**src/histMacros_macros.svh**
```systemverilog
`ifndef HIST_MACROS_SVH
`define HIST_MACROS_SVH

// raw time-to-digital code
`define TDC_WIDTH 10

// low code bits dropped when forming a bin
`define BIN_SHIFT 4

// bin index width, code width minus shift
`define BIN_ADDR_WIDTH 6

// bins per histogram
`define BIN_NUM 64

// per-bin counter, saturates at all ones
`define COUNT_WIDTH 8

// dropped-hit counter, wraps
`define DROP_WIDTH 16

`endif

```
**src/histTypesPkg.sv**
```systemverilog
`default_nettype none

`include "histMacros_macros.svh"

package histTypesPkg;

    // raw code as it comes from the TDC
    typedef logic [`TDC_WIDTH-1:0] tdcCode_t;

    // histogram bin index
    typedef logic [`BIN_ADDR_WIDTH-1:0] binAddr_t;

    // hit count of one bin
    typedef logic [`COUNT_WIDTH-1:0] binCount_t;

    // hits lost while a sweep runs
    typedef logic [`DROP_WIDTH-1:0] dropCount_t;

endpackage

`default_nettype wire

```
**src/histCtrlPkg.sv**
```systemverilog
`default_nettype none

package histCtrlPkg;

    // builder phases
    // flush clears the RAM once after reset
    typedef enum logic [2:0] {
        IDLE,
        ACCUM,
        DRAIN,
        SWEEP,
        FLUSH
    } builderState_t;

endpackage

`default_nettype wire

```
**src/hitCapture.sv**
```systemverilog
`default_nettype none

`include "histMacros_macros.svh"

module hitCapture (
    input  wire                      clk,
    input  wire                      res,
    input  wire                      hit,
    input  wire histTypesPkg::tdcCode_t tdcCode,
    input  wire                      frameEnd,
    input  wire                      busy,
    output logic                     binStrobe,
    output histTypesPkg::binAddr_t   binAddr,
    output logic                     sweepReq,
    output histTypesPkg::dropCount_t droppedHits
);

    // control side, strobes and drop counter
    always_ff @(posedge clk or negedge res) begin
        if (!res) begin
            binStrobe   <= 1'b0;
            sweepReq    <= 1'b0;
            droppedHits <= '0;
        end else begin
            // hits only pass while no sweep runs
            binStrobe <= hit && !busy;
            // frame end during busy is ignored
            sweepReq  <= frameEnd && !busy;
            // lost hit, counter simply wraps
            if (hit && busy) begin
                droppedHits <= droppedHits + 1'b1;
            end
        end
    end

    // bin index is the upper part of the code
    // fine bits below BIN_SHIFT are dropped
    always_ff @(posedge clk) begin
        binAddr <= tdcCode[`TDC_WIDTH-1:`BIN_SHIFT];
    end

endmodule

`default_nettype wire

```
**src/histRam.sv**
```systemverilog
`default_nettype none

`include "histMacros_macros.svh"

module histRam (
    input  wire                       clk,
    input  wire                       wEnable,
    input  wire histTypesPkg::binAddr_t  waddr,
    input  wire histTypesPkg::binCount_t wdata,
    input  wire                       rEnable,
    input  wire histTypesPkg::binAddr_t  raddr,
    output histTypesPkg::binCount_t   rdata
);

    // one count per bin
    histTypesPkg::binCount_t mem [`BIN_NUM];

    // write port
    always_ff @(posedge clk) begin
        if (wEnable) begin
            mem[waddr] <= wdata;
        end
    end

    // registered read, same address as a write gives old data
    always_ff @(posedge clk) begin
        if (rEnable) begin
            rdata <= mem[raddr];
        end
    end

endmodule

`default_nettype wire

```
**src/histBuilder.sv**
```systemverilog
`default_nettype none

`include "histMacros_macros.svh"

module histBuilder (
    input  wire                       clk,
    input  wire                       res,
    input  wire                       binStrobe,
    input  wire histTypesPkg::binAddr_t  binAddr,
    input  wire                       sweepReq,
    output logic                      busy,
    output logic                      wEnable,
    output histTypesPkg::binAddr_t    waddr,
    output histTypesPkg::binCount_t   wdata,
    output logic                      rEnable,
    output histTypesPkg::binAddr_t    raddr,
    input  wire histTypesPkg::binCount_t rdata,
    output histTypesPkg::binCount_t   binStream,
    output histTypesPkg::binAddr_t    binStreamIdx,
    output logic                      binStreamValid,
    output logic                      binStreamLast
);

    histCtrlPkg::builderState_t state;
    histCtrlPkg::builderState_t nextState;

    // bin counter for flush and sweep
    histTypesPkg::binAddr_t sweepIdx;
    logic idxLast;
    logic acceptHit;
    logic clearing;

    // stage 1, read data returns
    logic s1Valid;
    histTypesPkg::binAddr_t s1Addr;

    // stage 2, pending write
    logic w2Valid;
    histTypesPkg::binAddr_t w2Addr;
    histTypesPkg::binCount_t w2Data;

    // stage 3, write that landed while a newer read was issued
    logic s3Valid;
    histTypesPkg::binAddr_t s3Addr;
    histTypesPkg::binCount_t s3Data;

    histTypesPkg::binCount_t baseCount;
    histTypesPkg::binCount_t nextCount;

    // sweep read tracking
    logic rdValid;
    logic rdLast;
    histTypesPkg::binAddr_t rdIdx;

    assign idxLast   = (sweepIdx == `BIN_ADDR_WIDTH'(`BIN_NUM - 1));
    // late hit still comes in during the first drain cycle
    assign acceptHit = binStrobe && (state == histCtrlPkg::ACCUM ||
                                     state == histCtrlPkg::DRAIN);
    assign clearing  = (state == histCtrlPkg::SWEEP) || (state == histCtrlPkg::FLUSH);

    always_comb begin
        nextState = state;
        case (state)
            histCtrlPkg::IDLE:  nextState = histCtrlPkg::FLUSH;
            histCtrlPkg::FLUSH: if (idxLast) nextState = histCtrlPkg::ACCUM;
            histCtrlPkg::ACCUM: if (sweepReq) nextState = histCtrlPkg::DRAIN;
            // writes of the last hit finish before the first sweep read
            histCtrlPkg::DRAIN: if (!binStrobe && !s1Valid) nextState = histCtrlPkg::SWEEP;
            histCtrlPkg::SWEEP: if (idxLast) nextState = histCtrlPkg::ACCUM;
            default:            nextState = histCtrlPkg::IDLE;
        endcase
    end

    // read port, hit lookup or sweep scan
    assign rEnable = acceptHit || (state == histCtrlPkg::SWEEP);
    assign raddr   = (state == histCtrlPkg::SWEEP) ? sweepIdx : binAddr;

    // write port, incremented count or zero while clearing
    assign wEnable = w2Valid || clearing;
    assign waddr   = clearing ? sweepIdx : w2Addr;
    assign wdata   = clearing ? '0 : w2Data;

    // forwarding, newest pending write wins
    always_comb begin
        if (w2Valid && (w2Addr == s1Addr)) begin
            baseCount = w2Data;
        end else if (s3Valid && (s3Addr == s1Addr)) begin
            baseCount = s3Data;
        end else begin
            baseCount = rdata;
        end
        // saturate at all ones
        if (baseCount == '1) begin
            nextCount = baseCount;
        end else begin
            nextCount = baseCount + 1'b1;
        end
    end

    always_ff @(posedge clk or negedge res) begin
        if (!res) begin
            state    <= histCtrlPkg::IDLE;
            sweepIdx <= '0;
            s1Valid  <= 1'b0;
            w2Valid  <= 1'b0;
            s3Valid  <= 1'b0;
            rdValid  <= 1'b0;
            rdLast   <= 1'b0;
            busy     <= 1'b0;
        end else begin
            state   <= nextState;
            s1Valid <= acceptHit;
            w2Valid <= s1Valid;
            s3Valid <= w2Valid;
            rdValid <= (state == histCtrlPkg::SWEEP);
            rdLast  <= (state == histCtrlPkg::SWEEP) && idxLast;
            // wraps back to 0 after the last bin
            if (clearing) begin
                sweepIdx <= sweepIdx + 1'b1;
            end else begin
                sweepIdx <= '0;
            end
            // busy drops together with peakValid
            if (state == histCtrlPkg::IDLE ||
                (state == histCtrlPkg::ACCUM && sweepReq)) begin
                busy <= 1'b1;
            end else if ((state == histCtrlPkg::FLUSH && idxLast) || rdLast) begin
                busy <= 1'b0;
            end
        end
    end

    // pipeline payload
    always_ff @(posedge clk) begin
        s1Addr <= binAddr;
        w2Addr <= s1Addr;
        w2Data <= nextCount;
        s3Addr <= w2Addr;
        s3Data <= w2Data;
        rdIdx  <= sweepIdx;
    end

    // swept counts come straight from the read port
    assign binStream      = rdata;
    assign binStreamIdx   = rdIdx;
    assign binStreamValid = rdValid;
    assign binStreamLast  = rdLast;

endmodule

`default_nettype wire

```
**src/peakFinder.sv**
```systemverilog
`default_nettype none

module peakFinder (
    input  wire                       clk,
    input  wire                       res,
    input  wire histTypesPkg::binCount_t binStream,
    input  wire histTypesPkg::binAddr_t  binStreamIdx,
    input  wire                       binStreamValid,
    input  wire                       binStreamLast,
    output logic                      peakValid,
    output histTypesPkg::binAddr_t    peakBin,
    output histTypesPkg::binCount_t   peakCount
);

    // running maximum of the current sweep
    histTypesPkg::binAddr_t  runBin;
    histTypesPkg::binCount_t runCount;
    logic takeBin;
    histTypesPkg::binAddr_t  nextBin;
    histTypesPkg::binCount_t nextCount;

    // bin 0 restarts the scan, strictly greater keeps ties low
    assign takeBin   = (binStreamIdx == '0) || (binStream > runCount);
    assign nextBin   = takeBin ? binStreamIdx : runBin;
    assign nextCount = takeBin ? binStream : runCount;

    always_ff @(posedge clk) begin
        if (binStreamValid) begin
            runBin   <= nextBin;
            runCount <= nextCount;
        end
    end

    // result held until the next sweep ends
    always_ff @(posedge clk or negedge res) begin
        if (!res) begin
            peakValid <= 1'b0;
            peakBin   <= '0;
            peakCount <= '0;
        end else begin
            peakValid <= binStreamValid && binStreamLast;
            if (binStreamValid && binStreamLast) begin
                peakBin   <= nextBin;
                peakCount <= nextCount;
            end
        end
    end

endmodule

`default_nettype wire

```
**src/histTop.sv**
```systemverilog
`default_nettype none

module histTop (
    input  wire                       clk,
    input  wire                       res,
    input  wire                       hit,
    input  wire histTypesPkg::tdcCode_t  tdcCode,
    input  wire                       frameEnd,
    output wire                       busy,
    output histTypesPkg::dropCount_t  droppedHits,
    output wire                       peakValid,
    output histTypesPkg::binAddr_t    peakBin,
    output histTypesPkg::binCount_t   peakCount
);

    // capture to builder
    wire binStrobe;
    wire sweepReq;
    histTypesPkg::binAddr_t binAddr;

    // builder to RAM
    wire wEnable;
    wire rEnable;
    histTypesPkg::binAddr_t  waddr;
    histTypesPkg::binAddr_t  raddr;
    histTypesPkg::binCount_t wdata;
    histTypesPkg::binCount_t rdata;

    // swept bins to peak search
    histTypesPkg::binCount_t binStream;
    histTypesPkg::binAddr_t  binStreamIdx;
    wire binStreamValid;
    wire binStreamLast;

    hitCapture i_hitCapture (
        .clk(clk), .res(res), .hit(hit), .tdcCode(tdcCode), .frameEnd(frameEnd),
        .busy(busy), .binStrobe(binStrobe), .binAddr(binAddr), .sweepReq(sweepReq),
        .droppedHits(droppedHits)
    );

    histBuilder i_histBuilder (
        .clk(clk), .res(res), .binStrobe(binStrobe), .binAddr(binAddr),
        .sweepReq(sweepReq), .busy(busy), .wEnable(wEnable), .waddr(waddr),
        .wdata(wdata), .rEnable(rEnable), .raddr(raddr), .rdata(rdata),
        .binStream(binStream), .binStreamIdx(binStreamIdx),
        .binStreamValid(binStreamValid), .binStreamLast(binStreamLast)
    );

    histRam i_histRam (
        .clk(clk), .wEnable(wEnable), .waddr(waddr), .wdata(wdata),
        .rEnable(rEnable), .raddr(raddr), .rdata(rdata)
    );

    peakFinder i_peakFinder (
        .clk(clk), .res(res), .binStream(binStream), .binStreamIdx(binStreamIdx),
        .binStreamValid(binStreamValid), .binStreamLast(binStreamLast),
        .peakValid(peakValid), .peakBin(peakBin), .peakCount(peakCount)
    );

endmodule

`default_nettype wire

```
**config.mk**
```make
export PLATFORM = sky130hd
export DESIGN_NAME = histTop
export DESIGN_NICKNAME = d
export VERILOG_FILES = /design/src/histTypesPkg.sv /design/src/histCtrlPkg.sv /design/src/hitCapture.sv /design/src/histRam.sv /design/src/histBuilder.sv /design/src/peakFinder.sv /design/src/histTop.sv
export VERILOG_INCLUDE_DIRS = /design/src
export SDC_FILE = /design/constraint.sdc
export NUM_CORES = 1
export LEC_CHECK = 0
export ABC_CLOCK_PERIOD_IN_PS = 5660
export BUFFER_PORTS_ARGS = -buffer_cell sky130_fd_sc_hd__buf_2
export CAP_MARGIN = 20
export CORE_MARGIN = 5
export CORE_UTILIZATION = 25
export CTS_BUF_LIST = sky130_fd_sc_hd__clkbuf_16
export DETAILED_ROUTE_END_ITERATION = 16
export GPL_TIMING_DRIVEN = 0
export SETUP_SLACK_MARGIN = 0.2
export SLEW_MARGIN = 20
export SYNTH_ARGS = -nofsm -noshare
export SYNTH_HDL_FRONTEND = slang
export SYNTH_SLANG_ARGS = --single-unit
```
**constraint.sdc**
```tcl
create_clock -name clk -period 5.66 [get_ports clk]
set_input_delay 0 -clock clk [delete_from_list [all_inputs] [get_ports clk]]
set_output_delay 0 -clock clk [all_outputs]
set_load 0.01 [all_outputs]
```
==> flow_summary.yaml <==
die:
  die_w_um: 326
  initial_core_util_pct: 25.1
  die_h_um: 326
  die_area_sq_mm: 0.106
  ioPinCount: 46
  core-area_sq_mm: 0.0997
  rows: 116
power_and_ir_drop:
  switchingPower_mw: 2.03
  swShare_pct: 21.2
  power_frac_comb_pct: 4.2
  intPower_mw: 7.52
  power_density_mw_per_mm2: 327
  leakage_nw: 9.85
  vdd_drop_max_mv: 0.188
  seqPwrFrac_pct: 52.7
  pwr-share-clk_pct: 43.2
sta:
  period_share_pct: 65.0
  tightest_slew_ns: 1.10
  slew-limit-headroom_pct: 26.3
  rsz0062_at_grt: "false"
  final_hold_viol_count: 0
  drv_slew: 0
  setup_violations: 0
  tns_ns: 0
  post-route-min-period_ns: 3.68
  fmax_mhz: 272
  skew_ns: 0.0196
  hold_slack_ns: 0.0552
global_routing:
  grtUsageTotal_pct: 12.1
  grt_max_degree: 65
  grt_pass1_vias: 15100
  grt-ovfl-total: 0
  grt_pass1_wl_um: 98400
  antenna_found_initial: 1
synth:
  ys_async_sr_fraction_pct: 7.64
  ys_seq_elements: 628
  syn_nets: 1829
  syn_area_sq_mm: 0.0250
  netlist_instances: 1805
  yosysSeqAreaShare_pct: 72.6
  synthFlopType: "edfxtp_1"
  synth.avg_cell_area_sq_um: 13.9
  yosys_warnings: 0
  synth_edf_count: 534
  synth_cell_types: 61
route:
  routedWlPerCell_um: 20.4
  drtAntennaViolNets: 0
  route.detailed.drc: 0
  wl_um: 66900
  vias_per_cell: 4.73
  via_count: 15500
  dr.pass1.iters: 6
  drt_iter0_drc: 1523
placement:
  portBuffers: 41
  gp_congestion: 0.857
  dp_hpwl_um: 44300
cts:
  cts.path.max_buffers: 3
  h-tree-depth: 3
  path_clk_slew_ns: 0.06
  cts.sinks: 628
  cts_tree: "done"
  clk_latency_ns: 0.59
  post_cts_buffers: 0
  cts_buffers: 67
  clockRootBuffer: "clkbuf_16"
critical_path:
  r2r_slack_ns: 1.98
  startpoint_type: "flop"
  cp-endpoint: "i_histRam.mem[7][0]"
  r2r-start: "i_histBuilder.state[2]"
  crit_path_cell_trace: "buf_2 -> nand3b_4 -> buf_6 -> inv_2 -> a21oi_2 -> buf_2 -> nor2_1 -> a31oi_1 -> or2_1 -> clkbuf_1 -> nor2_1"
  slowest_delay_ns: 0.65
  critical_path.startpoint: "i_histBuilder.state[2]"
  ff2ff_path_depth: 11
  cp_max_fo: 10
  critPathBufInv: 5
  required_ns: 5.90
  arrival_ns: 3.92
  critPathCaptureType: "flop"
  r2r-end: "i_histRam.mem[7][0]"
  slowest_stage: "clkbuf_1"
  crit_type: "reg2reg"
  path_delay_family: "buffers and inverters"
  crit_cells: 11
finish:
  fillers: 9935
  nNetsFinal: 1956
  drive_gt1_share_pct: 11.3
  n_antenna_cell: 0
  syn2layout_area_growth_pct: 16.7
flow_run:
  cap_violations: 0
run_status:
  outcome: "finished clean"
hold_path:
  hp-class: "in2reg"
state kept, by name (all words and copies together) (netlist names), 3 cells and up:
name	flops
i_histRam.mem	512
i_histBuilder.sweepIdx	6
i_histBuilder.w2Data	8
i_histBuilder.s3Addr	6
i_hitCapture.binAddr	6
i_peakFinder.runBin	6
i_peakFinder.peakCount	8
i_histBuilder.binStreamIdx	6
i_histBuilder.s3Data	8
i_hitCapture.droppedHits	16
i_histBuilder.w2Addr	6
i_histBuilder.state	3
i_peakFinder.runCount	8
i_histRam.rdata	8
i_histBuilder.s1Addr	6
i_peakFinder.peakBin	6
worst min path at each step:
stage / startpoint / to / cells past startpoint
final: tdcCode[4] / i_hitCapture.binAddr[0] / 2
after global routing: tdcCode[4] / i_hitCapture.binAddr[0] / 2
after CTS: tdcCode[5] / i_hitCapture.binAddr[1] / 2
after detailed placement: res / i_peakFinder.peakCount[0] / 1
after global placement: tdcCode[5] / i_hitCapture.binAddr[1] / 1
after floorplan: res / i_histBuilder.binStreamLast / 0
what timing repair did:
action | 4_1_cts | 5_1_grt
hold buffers | 11 | 0
hold endpoints to repair | 61 | 0
gates resized for setup | 0 | 0
layer usage:
metal	wire [um]	up-vias	global-route usage, %
met4	2150	0	4.59
met1	28200	7792	16.0
met5	0	-	0
met3	4450	103	1.95
met2	32100	600	20.2
li1	-	7026	-
per-stage QoR:
stage / utilization [%] / power, mW / setup slack [ns] / std cells / instance area [sq um]
floorplan: - / 5.35 / 2.75 / 1805 / 25000
global placement: 26.9 / 5.51 / 0.673 / 3144 / 26800
detailed placement: 27.1 / 5.51 / 2.10 / 3150 / 27000
CTS: 29.3 / 9.61 / 2.04 / 3281 / 29200
global route: 29.3 / 9.83 / 1.92 / 3281 / 29200
finish: 29.3 / 9.54 / 1.98 / 3281 / 29200
kinds of logic (layout without fill, tap and decap cells):
group | count (synthesis) | after routing | share of synthesized area [%]
buf+inv | 112 | 290 | 2.10
fa+ha+maj | 10 | 10 | 0.500
mux | 132 | 132 | 5.35
flops | 628 | 628 | 72.6
compound gates | 229 | 229 | 6.51
simple gates | 662 | 662 | 11.8
xor+xnor | 32 | 32 | 1.12
layout by cell type (no fill, tap or decap), types with 8 or more instances in the layout:
cell / count
a21oi_1: 21
a222oi_1: 23
a31oi_1: 83
a32oi_1: 37
and3_1: 35
buf_2: 82
clkbuf_1: 31
clkbuf_16: 71
clkinv_1: 12
clkinv_2: 9
dfrtp_1: 48
dfxtp_1: 46
dlygate4sd3_1: 10
edfxtp_1: 534
ha_1: 10
inv_1: 44
mux2_2: 12
mux2i_1: 118
nand2_1: 340
nand2b_1: 12
nand3_1: 97
nand3b_1: 8
nand4_1: 20
nor2_1: 104
nor3_1: 8
o21ai_0: 20
o21ai_1: 12
o31ai_1: 9
xnor2_1: 23
xor2_1: 9
Yosys cell counts, drive strengths merged (2+ instances only):
cell type	number	area share [%]
o31ai	9	0.27
clkbuf	31	0.47
nor2	107	1.6
inv	22	0.33
a222oi	23	0.92
a32oi	37	1.3
or2	6	0.15
and2	11	0.28
o22ai	2	0.075
a21o	5	0.15
edfxtp	534	64
o21ai	33	0.68
a31oi	84	2.1
nor3	9	0.23
or3	2	0.050
dfxtp	46	3.7
nand2	340	5.1
mux2	14	0.63
a21oi	22	0.46
o21a	3	0.090
xnor2	23	0.81
nand3	97	1.9
and3	35	0.88
mux2i	118	4.7
nand4b	2	0.070
nand2b	12	0.30
nand3b	9	0.32
a2bb2oi	2	0.12
ha	10	0.50
a31o	3	0.11
xor2	9	0.32
nor2b	7	0.18
dfrtp	48	4.8
a21boi	2	0.060
nand4	20	0.50
buf	58	1.3
area by class of cell:
cell class	count	area [sq um]	area share (%)
buffer	89	439	1.50
clock buffer	71	1780	6.09
clock inverter	49	287	0.981
inverter	23	86.3	0.296
multi-input combinational	1065	6350	21.7
sequential	628	18200	62.2
tap	1298	1620	5.56
timing repair buffer	58	478	1.64
power groups by stage:
stage                     sequential (mW)  combinational (mW)  clock (mW)
after floorplan                      5.12               0.228           0
after global placement               5.12               0.387           0
after detailed placement             5.12               0.389           0
after CTS                            5.03               0.398        4.19
after global routing                 5.03               0.432        4.37
final                                5.03               0.398        4.12
Power figures use the tool's default switching activity.
